`config.mk`:
```
export PLATFORM = sky130hd
export DESIGN_NAME = physics_unit
export DESIGN_NICKNAME = d
export VERILOG_FILES = /design/src/logic/game_pkg.sv /design/src/logic/physics_unit.sv
export SDC_FILE = /design/constraint.sdc
export NUM_CORES = 1
export LEC_CHECK = 0
export ABC_AREA = 1
export BUFFER_PORTS_ARGS = -buffer_cell sky130_fd_sc_hd__buf_2
export CAP_MARGIN = 20
export CORE_AREA = 4 4 86 88
export DETAILED_ROUTE_END_ITERATION = 6
export DIE_AREA = 0 0 90 92
export PLACE_DENSITY = 0.77
export SLEW_MARGIN = 20
export SYNTH_ARGS = -nofsm -noshare
export SYNTH_HDL_FRONTEND = slang
export SYNTH_SLANG_ARGS = --single-unit
```
`constraint.sdc`:
```
create_clock -name clock -period 2.55 [get_ports clock]
set_clock_uncertainty 0.15 [all_clocks]
set_input_delay 0.51 -clock clock [delete_from_list [all_inputs] [get_ports clock]]
set_output_delay 0.51 -clock clock [all_outputs]
set_load 0.05 [all_outputs]
```
`src/logic/game_pkg.sv`:
```
package game_pkg;

	localparam int COORD_W = 16;                     // One screen coordinate

	// Screen pixels, x in the upper half of the bus word
	typedef struct packed {
		logic [COORD_W-1:0] x;                       // Column, unsigned
		logic [COORD_W-1:0] y;                       // Row, grows downward
	} coord_t;

	// Bus side writes raw and the game logic reads the x/y view
	typedef union packed {
		logic [2*COORD_W-1:0] raw;                   // Word as written
		coord_t               xy;                    // Decoded pair
	} coord_word_u;

	typedef logic [3:0] coll_t;                      // Collision flags

	localparam int COLL_GROUND = 0;                  // Standing on stage
	localparam int COLL_LEFT   = 1;                  // At left screen edge
	localparam int COLL_RIGHT  = 2;                  // At right screen edge
	localparam int COLL_FALLEN = 3;                  // Below the screen

	// Unit codes on address bits 11:7
	localparam logic [4:0] UNIT_P1     = 5'd0;
	localparam logic [4:0] UNIT_P2     = 5'd1;
	localparam logic [4:0] UNIT_STAGE  = 5'd2;
	localparam logic [4:0] UNIT_STATUS = 5'd3;

	// Player registers on address bits 6:2
	localparam logic [4:0] REG_GRAV  = 5'd0;         // Fall step per tick
	localparam logic [4:0] REG_START = 5'd1;         // Spawn point, reloads pos
	localparam logic [4:0] REG_MOVE  = 5'd2;         // Signed x step per tick
	localparam logic [4:0] REG_POS   = 5'd3;         // Read only
	localparam logic [4:0] REG_SIZE  = 5'd4;         // Width and height

	// Stage unit
	localparam logic [4:0] REG_STAGE_POS  = 5'd0;
	localparam logic [4:0] REG_STAGE_SIZE = 5'd1;

	// Status unit, all read only
	localparam logic [4:0] REG_COLL_P1 = 5'd0;
	localparam logic [4:0] REG_COLL_P2 = 5'd1;
	localparam logic [4:0] REG_FRAME   = 5'd2;

endpackage

```
`src/logic/physics_unit.sv`:
```
`timescale 1ns/100ps

module physics_unit (
	input  logic                            clock,
	input  logic                            rst_n,
	input  logic [game_pkg::COORD_W-1:0]    grav,        // Unsigned fall step
	input  logic [game_pkg::COORD_W-1:0]    move,        // Signed x step
	input  game_pkg::coord_word_u           start,
	input  logic                            start_load,
	input  logic                            frame_tick,
	input  game_pkg::coll_t                 coll,        // From own checker
	output game_pkg::coord_word_u           pos
);

	import game_pkg::*;

	logic        move_neg;                                 // Step goes left
	logic        blocked;                                  // Edge stops the x step
	coord_word_u next_pos;                                 // Position after one tick

	assign move_neg = move[COORD_W-1];

	// A zero move adds nothing whichever edge is checked
	assign blocked = move_neg ? coll[COLL_LEFT] : coll[COLL_RIGHT];

	// Step rule, flags come from the current pos
	always_comb begin
		next_pos = pos;
		if (coll[COLL_FALLEN]) begin
			next_pos = start;                                // Respawn
		end else begin
			if (!coll[COLL_GROUND]) begin
				next_pos.xy.y = pos.xy.y + grav;             // Wraps at 16 bits
			end
			if (!blocked) begin
				next_pos.xy.x = pos.xy.x + move;             // Two's complement add
			end
		end
	end

	always_ff @(posedge clock) begin
		if (!rst_n) begin
			pos <= '0;
		end else if (start_load) begin
			pos <= start;                                    // Reload beats a tick
		end else if (frame_tick) begin
			pos <= next_pos;
		end
	end

endmodule

```
==> out/results.tsv <==
metric	value	unit
status	finished, final reports clean	
row cnt	30	
Layout area overhead	21.73	%
Post-CTS Repair Setup Buffers	0	
unrepaired setup endpoints after global routing	false	
vias in the first global route	3610	
DRT iter0 DRCs	136	
Layout Nets	760	
Post-synth EDFFs	0	
gpl congestion	0.8973	
cell taking the most area after synthesis	nand2_1	
H-tree Lvls	2	
total routed wirelength	9.153	mm
Antenna Violating Nets Remaining	0	
setup TNS	0	ps
Worst Path Max Fanout	3	
Die X	90	microns
WL per Instance	12.42	microns
Worst Min Path Start	start[17]	
Top reg by flops	pos	
Detailed Place HPWL	7.142	mm
Max-slew headroom	0.3760	
largest cells by area after synthesis	nand2_1 23%, dfxtp_1 20%, ha_1 12%	
Post-Syn Area per Cell	5.768	sq um
Startpoint Class	flop	
core area	6644	sq um
total number of vias	3739	
grt ovf	0	
initial antenna violation count	1	
Mapped Area	3207	sq um
Placed Area	3777	sq um
syn nets	660	
critical path endpoint category	flop	
Multi-input gate area	2187	sq um
largest net degree at the start of global routing	26	
drt drc	0	
Vias/cell	5.073	
worst vdd ir	299.0	uV
Worst EP arrival	1990	ps
DIE HEIGHT	92	microns
# setup viols final	0	
Pre-antenna DRT Iters	4	
Slew Limit Fails	0	
worst slew pin tran	935.9	ps
worst skew pair latency	290	ps
Seq cells post-synth	32	
Yosys cell types	28	
ys flop type	dfxtp_1	
flop2flop setup slack	560	ps
Initial Utilization	0.4827	
n_diodes	0	
max reg flops	32	
clk sinks	32	
hold crit path type	in -> reg	
cts repair resizes	0	
CTS Hold Buffers Added	0	
Yosys warning total	0	
Data required, critical path	2550	ps
WHS Path Cells	3	
fmax	502.9	MHz
reg2reg start	pos[16]	
Setup Crit Path Kind	reg -> reg	
hold path endpoint	pos[17]	
Gate Count Post-Synth	556	
top cell type's share of synthesized area	0.2318	
final critical-path required period	1989	ps
FF+latch area	640.6	sq um
Total GRT Usage	0.2229	
pwr dens	532.7	nW/um^2
worst reg2reg path endpoint	pos[30]	
post-route clock period utilization	0.7798	
Clock Path Buffers	2	
first-pass GRT wire length	15.55	mm
Final Hold Vio Count	0	
CTS tree	yes	
# fillers	654	
Final Instance Area	3904	sq um
fraction of registers with async set/reset	0	
total of max-cap violations	0	
Seq/Total Area, Yosys	0.1998	
Reg clk slew, reported paths	80	ps
IO Pins	104	
biggest regs	pos (32)	
Die ar.	8280	sq um
root buffer cell	clkbuf_8	
number of buffers created by CTS	5	
PortBufs	103	
Worst R2R Path Depth	12	
static leakage	0.002288	uW
layout cells sized above 1	0.1872	
## per-stage QoR
step | instances | hold WS, ps | power (uW) | worst slack, ps | utilization
after detailed placement | 729 | 328.9 | 1517 | 266.1 | 0.5686
after CTS | 737 | 319.0 | 2091 | 564.4 | 0.5876
after global placement | 729 | 317.6 | 1501 | 306.7 | 0.5686
after floorplan | 556 | 521.1 | 1291 | 467.5 | -
final | 737 | 325.5 | 2079 | 561.4 | 0.5876
after global routing | 737 | 321.3 | 2230 | 373.7 | 0.5876
## synth_stat cells, drive strengths merged, types with 5 or more instances
master,instances
a21oi,57
a31oi,5
buf,12
dfxtp,32
ha,30
inv,79
nand2,198
nand3,38
nor2,49
nor3,6
o21ai,21
xor2,10
## cell usage in the layout (no fill, tap or decap), drive strengths merged
cell type	n
bufinv	1
dfxtp	32
nand4	2
a21oi	57
xor2	10
clkbuf	7
and2	2
xnor2	4
nand2	198
o21ai	21
nor3	6
ha	30
nand3b	2
or2	4
nor2	49
nand3	38
fa	2
a31oi	5
buf	108
inv	79
## cells by family after synthesis
logic type      after synthesis  share of synthesized area
compound gates               83                     0.1338
fa+ha+maj                    32                     0.1295
flops                        32                     0.1998
buf+inv                      94                     0.1198
simple gates                301                     0.3788
xor+xnor                     14                    0.03823
## metal layers
| layer | share of wire | wire length (microns) | GRT usage |
|---|---|---|---|
| met1 | 0.45 | 4074 | 0.2586 |
| met2 | 0.49 | 4464 | 0.4113 |
| met3 | 0.051 | 465 | 0.04840 |
| met4 | 0.015 | 135 | 0.06122 |
| met5 | 0.0014 | 13 | 0 |
## power breakdown
group	switching [uW]	internal, uW	total [uW]
Clock	222	346	567
Combinational	614	310	925
Sequential	39.0	548	587
## critical path, stage by stage (launching register included)
cell and delay (ps):
dfxtp_1 330, ha_1 220, fa_1 390, nand2_1 100, nand2_1 70, nand3b_1 80
nand2_1 110, nand2_1 100, nand2_1 60, nand2_1 60, nand3_1 60, nand2_1 60
a21oi_1 60
## layout make-up
cell class,instances,area share
clock buffer,7,0.02468
inverter,79,0.07596
sequential,32,0.1641
tap,80,0.02564
clock inverter,1,0.007692
timing repair buffer,108,0.1417
multi-input combinational,430,0.5603
## how the worst max path moves through the flow
stage / endpoint / depth (start not counted) / slack, ps / startpoint
6_report: pos[30] / 12 / 560 / pos[16]
5_1_grt: pos[26] / 12 / 370 / pos[16]
4_1_cts: pos[14] / 12 / 560 / pos[0]
3_5_place_dp: pos[14] / 13 / 270 / grav[0]
3_3_place_gp: pos[30] / 13 / 310 / move[0]
2_1_floorplan: pos[8] / 9 / 470 / pos[0]
Note: power is estimated with default switching activity, not from simulation.
