==> config.mk <==
export PLATFORM = sky130hd
export DESIGN_NAME = mmio_regs
export DESIGN_NICKNAME = d
export VERILOG_FILES = /design/src/logic/game_pkg.sv /design/src/logic/mmio_regs.sv
export SDC_FILE = /design/constraint.sdc
export NUM_CORES = 1
export LEC_CHECK = 0
export ABC_AREA = 0
export BUFFER_PORTS_ARGS = -buffer_cell sky130_fd_sc_hd__buf_2
export CORE_ASPECT_RATIO = 0.75
export CORE_MARGIN = 5
export CORE_UTILIZATION = 53
export CTS_CLUSTER_SIZE = 40
export DETAILED_ROUTE_END_ITERATION = 10
export PLACE_DENSITY = 0.81
export SETUP_SLACK_MARGIN = 0.2
export SYNTH_ARGS = -nofsm -noshare
export SYNTH_HDL_FRONTEND = slang
export SYNTH_SLANG_ARGS = --single-unit
==> constraint.sdc <==
create_clock -name clock -period 2.43 [get_ports clock]
set_input_delay 0 -clock clock [delete_from_list [all_inputs] [get_ports clock]]
set_output_delay 0 -clock clock [all_outputs]
set_load 0.02 [all_outputs]
==> src/logic/game_pkg.sv <==
package game_pkg;

	localparam int COORD_W = 16;                     // One screen coordinate

	// Screen pixels, x in the upper half of the bus word
	typedef struct packed {
		logic [COORD_W-1:0] x;                       // Column, unsigned
		logic [COORD_W-1:0] y;                       // Row, grows downward
	} coord_t;

	// Bus side writes raw and the game logic reads the x/y view
	typedef union packed {
		logic [2*COORD_W-1:0] raw;                   // Word as written
		coord_t               xy;                    // Decoded pair
	} coord_word_u;

	typedef logic [3:0] coll_t;                      // Collision flags

	localparam int COLL_GROUND = 0;                  // Standing on stage
	localparam int COLL_LEFT   = 1;                  // At left screen edge
	localparam int COLL_RIGHT  = 2;                  // At right screen edge
	localparam int COLL_FALLEN = 3;                  // Below the screen

	// Unit codes on address bits 11:7
	localparam logic [4:0] UNIT_P1     = 5'd0;
	localparam logic [4:0] UNIT_P2     = 5'd1;
	localparam logic [4:0] UNIT_STAGE  = 5'd2;
	localparam logic [4:0] UNIT_STATUS = 5'd3;

	// Player registers on address bits 6:2
	localparam logic [4:0] REG_GRAV  = 5'd0;         // Fall step per tick
	localparam logic [4:0] REG_START = 5'd1;         // Spawn point, reloads pos
	localparam logic [4:0] REG_MOVE  = 5'd2;         // Signed x step per tick
	localparam logic [4:0] REG_POS   = 5'd3;         // Read only
	localparam logic [4:0] REG_SIZE  = 5'd4;         // Width and height

	// Stage unit
	localparam logic [4:0] REG_STAGE_POS  = 5'd0;
	localparam logic [4:0] REG_STAGE_SIZE = 5'd1;

	// Status unit, all read only
	localparam logic [4:0] REG_COLL_P1 = 5'd0;
	localparam logic [4:0] REG_COLL_P2 = 5'd1;
	localparam logic [4:0] REG_FRAME   = 5'd2;

endpackage

==> src/logic/mmio_regs.sv <==
`timescale 1ns/100ps

module mmio_regs #(
	parameter int FRAME_CYCLES = 1024                        // Clocks per frame tick
) (
	input  logic                            clock,
	input  logic                            rst_n,
	input  logic [12:0]                     address,
	input  logic [31:0]                     data_in,
	input  logic                            wren,
	input  game_pkg::coord_word_u           pos_p1,
	input  game_pkg::coord_word_u           pos_p2,
	input  game_pkg::coll_t                 coll_p1,
	input  game_pkg::coll_t                 coll_p2,
	output logic [game_pkg::COORD_W-1:0]    grav_p1,
	output logic [game_pkg::COORD_W-1:0]    grav_p2,
	output logic [game_pkg::COORD_W-1:0]    move_p1,
	output logic [game_pkg::COORD_W-1:0]    move_p2,
	output game_pkg::coord_word_u           start_p1,
	output game_pkg::coord_word_u           start_p2,
	output game_pkg::coord_word_u           size_p1,
	output game_pkg::coord_word_u           size_p2,
	output game_pkg::coord_word_u           stage_pos,
	output game_pkg::coord_word_u           stage_size,
	output logic                            start_load_p1,
	output logic                            start_load_p2,
	output logic                            frame_tick,
	output logic                            ram_we,
	output logic                            reg_space,
	output logic [31:0]                     reg_rdata
);

	import game_pkg::*;

	localparam int TICK_W = (FRAME_CYCLES > 1) ? $clog2(FRAME_CYCLES) : 1;
	localparam logic [TICK_W-1:0] TICK_LAST = TICK_W'(FRAME_CYCLES - 1);

	logic [4:0]         unit_sel;                            // Address bits 11:7
	logic [4:0]         reg_sel;                             // Address bits 6:2
	logic               reg_wr;                              // Write into register half
	logic               is_player;                           // P1 or P2 unit addressed
	logic               pl;                                  // Player index, 0 is P1

	logic [COORD_W-1:0] grav_r [2];
	logic [COORD_W-1:0] move_r [2];
	coord_word_u        start_r [2];
	coord_word_u        size_r [2];
	logic [1:0]         load_r;                              // Per-player reload strobe

	logic [TICK_W-1:0]  tick_cnt;                            // Clocks into current frame
	logic [31:0]        frame_cnt;                           // Ticks since reset
	logic [31:0]        rd_word;                             // Next read word

	assign unit_sel  = address[11:7];
	assign reg_sel   = address[6:2];
	assign reg_wr    = wren & address[12];
	assign ram_we    = wren & ~address[12];                  // Only bit 12 test in the hub
	assign is_player = (unit_sel == UNIT_P1) || (unit_sel == UNIT_P2);
	assign pl        = unit_sel[0];                          // P1=0, P2=1

	// Player register file
	always_ff @(posedge clock) begin
		if (!rst_n) begin
			grav_r     <= '{default: '0};
			move_r     <= '{default: '0};
			start_r    <= '{default: '0};
			size_r     <= '{default: '0};
			load_r     <= '0;
			stage_pos  <= '0;
			stage_size <= '0;
		end else begin
			load_r <= '0;                                    // Strobe lasts one clock
			if (reg_wr && is_player) begin
				case (reg_sel)
					REG_GRAV:  grav_r[pl] <= data_in[COORD_W-1:0];
					REG_START: begin
						start_r[pl].raw <= data_in;
						load_r[pl]      <= 1'b1;             // pos reloads next edge
					end
					REG_MOVE:  move_r[pl] <= data_in[COORD_W-1:0];
					REG_SIZE:  size_r[pl].raw <= data_in;
					default: ;                               // REG_POS is read only
				endcase
			end
			if (reg_wr && (unit_sel == UNIT_STAGE)) begin
				case (reg_sel)
					REG_STAGE_POS:  stage_pos.raw  <= data_in;
					REG_STAGE_SIZE: stage_size.raw <= data_in;
					default: ;
				endcase
			end
		end
	end

	// Frame timer
	always_ff @(posedge clock) begin
		if (!rst_n) begin
			tick_cnt   <= '0;
			frame_tick <= 1'b0;
			frame_cnt  <= '0;
		end else begin
			frame_tick <= (tick_cnt == TICK_LAST);           // One pulse per period
			if (tick_cnt == TICK_LAST)
				tick_cnt <= '0;
			else
				tick_cnt <= tick_cnt + 1'b1;
			if (frame_tick)
				frame_cnt <= frame_cnt + 1'b1;               // Same edge as pos step
		end
	end

	// Read mux, zero for anything unmapped
	always_comb begin
		rd_word = '0;
		case (unit_sel)
			UNIT_P1, UNIT_P2: begin
				case (reg_sel)
					REG_GRAV:  rd_word = {{(32-COORD_W){1'b0}}, grav_r[pl]};
					REG_START: rd_word = start_r[pl].raw;
					REG_MOVE:  rd_word = {{(32-COORD_W){1'b0}}, move_r[pl]};
					REG_POS:   rd_word = pl ? pos_p2.raw : pos_p1.raw;
					REG_SIZE:  rd_word = size_r[pl].raw;
					default: ;
				endcase
			end
			UNIT_STAGE: begin
				case (reg_sel)
					REG_STAGE_POS:  rd_word = stage_pos.raw;
					REG_STAGE_SIZE: rd_word = stage_size.raw;
					default: ;
				endcase
			end
			UNIT_STATUS: begin
				case (reg_sel)
					REG_COLL_P1: rd_word = {{(32-$bits(coll_t)){1'b0}}, coll_p1};
					REG_COLL_P2: rd_word = {{(32-$bits(coll_t)){1'b0}}, coll_p2};
					REG_FRAME:   rd_word = frame_cnt;
					default: ;
				endcase
			end
			default: ;
		endcase
	end

	// One clock read latency, matches the RAM
	always_ff @(posedge clock) begin
		if (!rst_n) begin
			reg_rdata <= '0;
			reg_space <= 1'b1;                               // Park on the zero register word
		end else begin
			reg_rdata <= rd_word;
			reg_space <= address[12];                        // Steers the top output mux
		end
	end

	assign grav_p1       = grav_r[0];
	assign grav_p2       = grav_r[1];
	assign move_p1       = move_r[0];
	assign move_p2       = move_r[1];
	assign start_p1      = start_r[0];
	assign start_p2      = start_r[1];
	assign size_p1       = size_r[0];
	assign size_p2       = size_r[1];
	assign start_load_p1 = load_r[0];
	assign start_load_p2 = load_r[1];

endmodule

==> impl_metrics.tcl <==
set metrics [dict create \
    synth-adder-area-share 0.00166 \
    synth_area_leader_cell "dfxtp_1" \
    rsz0062_at_grt "false" \
    rr_startpoint "frame_cnt[0]" \
    p_comb_frac 0.055 \
    ys_types 38 \
    swShare 0.220 \
    place_area_sq_um 17700 \
    fmax_mhz 508 \
    fin_nets 2260 \
    critPathRequiredTime_ns 2.81 \
    clk_path_buf_depth 3 \
    whs_path_depth 5 \
    die_h_microns 156 \
    vias 14674 \
    ys_seq_area_frac 0.443 \
    tns_ns 0 \
    synth_top_family_by_area "simple AND/OR/NAND/NOR gates" \
    worst_slew_margin_rel 0.142 \
    utilization 0.688 \
    drc_errors 0 \
    die_width_microns 205 \
    globalplace.congestion 0.983 \
    cts_resized 0 \
    overflow 0 \
    start_util 0.538 \
    leakage_nw 8.05 \
    path_clk_slew_ns 0.06 \
    ff2ff_setup_slack_ns 0.58 \
    p_sw_w 0.00259 \
    root_buffer "clkbuf_16" \
    ioPinCount 413 \
    synth-async-reset-ratio 0 \
    r2r-end "frame_cnt[28]" \
    grt_max_degree 145 \
    synth_top_area_frac 0.443 \
    ys_ff_latch 334 \
    hold_slack_ns 0.00754 \
    grt_pass1_wl_mm 82.8 \
    worst_clock_skew_ns 0.0288 \
    fp.coreArea_sq_um 28100 \
    antenna_cells 0 \
    via_per_inst 5.76 \
    synthCells 1728 \
    yosysMostFrequentCell "nand2_1" \
    wl_per_cell_microns 21.9 \
    syn_area_per_cell_sq_um 8.74 \
    min_from "pos_p2[6]" \
    gr-usage-all-layers 0.333 \
    cts.sink_count 334 \
    path_max_fanout 16 \
    status "finished clean" \
    ys_warn_count 0 \
    synth_area_sq_um 15100 \
    power_density_nw_per_um2 612 \
    antenna_found_initial 0 \
    synthTopCellsByArea "dfxtp_1 44%, mux2i_1 11%, nand2_1 11%" \
    setup_viol 0 \
    synth.mux.area_fraction 0.121 \
    syn-num-nets 1850 \
    total_power_w 0.0118 \
    areaGrowthSynthToFinish_pct 27.9 \
    hold_path.class "input pin to register" \
    ant_nets 0 \
    clkLatencyLatePin_ns 0.51 \
    end_kind "register" \
    synth-simple-area-share 0.192 \
    routed_wl_mm 55.9 \
    pwr-share-clk 0.481 \
    cp-start-kind "input pin" \
    p_seq_frac 0.464 \
    startpoint "address[12]" \
    cts_tree "done" \
    cts_buffers 35 \
    drt_iter0_markers 1327 \
    synth_compound_area_frac 0.178 \
    hpwl_mm 40.2 \
    vdd_drop_max_uv 452 \
    nFillCells 2188 \
    fin_area_sq_um 19300 \
    synth-xor-area-share 0.0215 \
    finalCritPeriodShare 0.809 \
    path_class "input pin to register" \
    r2r_cells 7 \
    die_area_sq_um 32000 \
    cp.arrival_ns 2.35 \
    hold_viol 0 \
    h-tree-depth 2 \
    synth-edff-count 0 \
    synth_top_flop_cell "dfxtp_1" \
    finalMaxSlewViolations 0 \
    rows 53 \
    drive_gt1_frac 0.259 \
    grt_pass1_vias 13915 \
    p_int_w 0.00922 \
    port_buffers 410 \
    hold_path_end "reg_rdata[6]" \
    tightest_slew_ns 1.28 \
    netlist_top_cells_count "439 x nand2_1, 334 x dfxtp_1, 178 x a21boi_0, 165 x mux2i_1, 89 x clkbuf_1" \
    drv_cap 0 \
    layout_min_cycle_time_ns 1.97 \
    dr.pass1.iters 6 \
]
==> layout by cell type, fill, tap and decap left out, types with 21 or more instances in the layout <==
master,n
a21boi_0,178
a21boi_1,31
a22o_1,32
a22oi_1,32
and2_1,33
buf_2,408
buf_4,56
clkbuf_16,35
dfxtp_1,334
dlygate4sd3_1,43
mux2i_1,165
nand2_1,438
nor2_1,32
nor2b_1,53
nor3_1,21
o21ai_0,22
o22ai_1,64
xnor2_1,29
==> power groups by stage <==
stage | logic (W) | clock network [W] | registers (W)
2_1_floorplan | 0.000313 | 0 | 0.00561
5_1_grt | 0.000683 | 0.00593 | 0.00548
6_report | 0.000653 | 0.00568 | 0.00548
3_5_place_dp | 0.000576 | 0 | 0.00561
4_1_cts | 0.000635 | 0.00571 | 0.00548
3_3_place_gp | 0.000569 | 0 | 0.00561
==> per-stage QoR <==
step | std cells | setup WS (ns)
2_1_floorplan | 1728 | 0.440
3_3_place_gp | 2443 | 0.302
3_5_place_dp | 2443 | 0.266
4_1_cts | 2547 | 0.507
5_1_grt | 2547 | 0.383
6_report | 2547 | 0.463
==> kinds of logic (layout without fill, tap and decap cells) <==
group / Yosys count / in the layout
and+or+nand+nor: 647 / 647
AOI/OAI and AO/OA: 377 / 377
DFF: 334 / 334
muxes: 181 / 181
buffers and inverters: 150 / 584
xor gates and xnor gates: 37 / 37
adders and majority gates: 2 / 2
==> critical path, cell delays in order <==
cell           delay, ns
dlygate4sd3_1       0.52
buf_2               0.16
nand2_1             0.15
or3_1               0.38
buf_4               0.23
or3_1               0.63
nand2_1             0.17
a21boi_0            0.10
==> flip-flops by register name (all words and copies together), names as in the netlist <==
| name | count |
|---|---|
| frame_cnt | 32 |
| frame_tick | 1 |
| grav_p1 | 16 |
| grav_p2 | 16 |
| load_r | 2 |
| move_p1 | 16 |
| move_p2 | 16 |
| reg_rdata | 32 |
| reg_space | 1 |
| size_p1 | 32 |
| size_p2 | 32 |
| stage_pos | 32 |
| stage_size | 32 |
| start_p1 | 32 |
| start_p2 | 32 |
| tick_cnt | 10 |
==> layout make-up <==
type	count	area, sq um	area share
Multi-Input combinational cell	1244	7830	0.405
Clock buffer	50	1020	0.0529
Clock inverter	11	190	0.00985
Timing Repair Buffer	517	3080	0.159
Sequential cell	334	6690	0.346
Inverter	6	22.5	0.00117
Tap cell	385	482	0.0249
==> worst max path at each step <==
| stage | to | slack (ns) | depth (start not counted) |
|---|---|---|---|
| final | move_p1[15] | 0.46 | 8 |
| after detailed placement | move_p1[5] | 0.27 | 7 |
| after CTS | move_p1[15] | 0.51 | 8 |
| after global placement | move_p1[4] | 0.30 | 7 |
| after global routing | move_p1[3] | 0.38 | 8 |
| after floorplan | frame_cnt[25] | 0.44 | 7 |
==> per-layer routing <==
metal / up-vias / GRT usage / part of all wire
li1: 6738 / - / -
met1: 6950 / 0.466 / 0.41
met2: 851 / 0.498 / 0.43
met3: 135 / 0.103 / 0.13
met4: 0 / 0.0998 / 0.032
met5: - / 0 / 0
==> what timing repair did <==
item / CTS / global route
hold buffers: 43 / 0
hold endpoints to repair: 260 / 0
buffers inserted: 0 / 0
(Power assumes the default switching activity.)
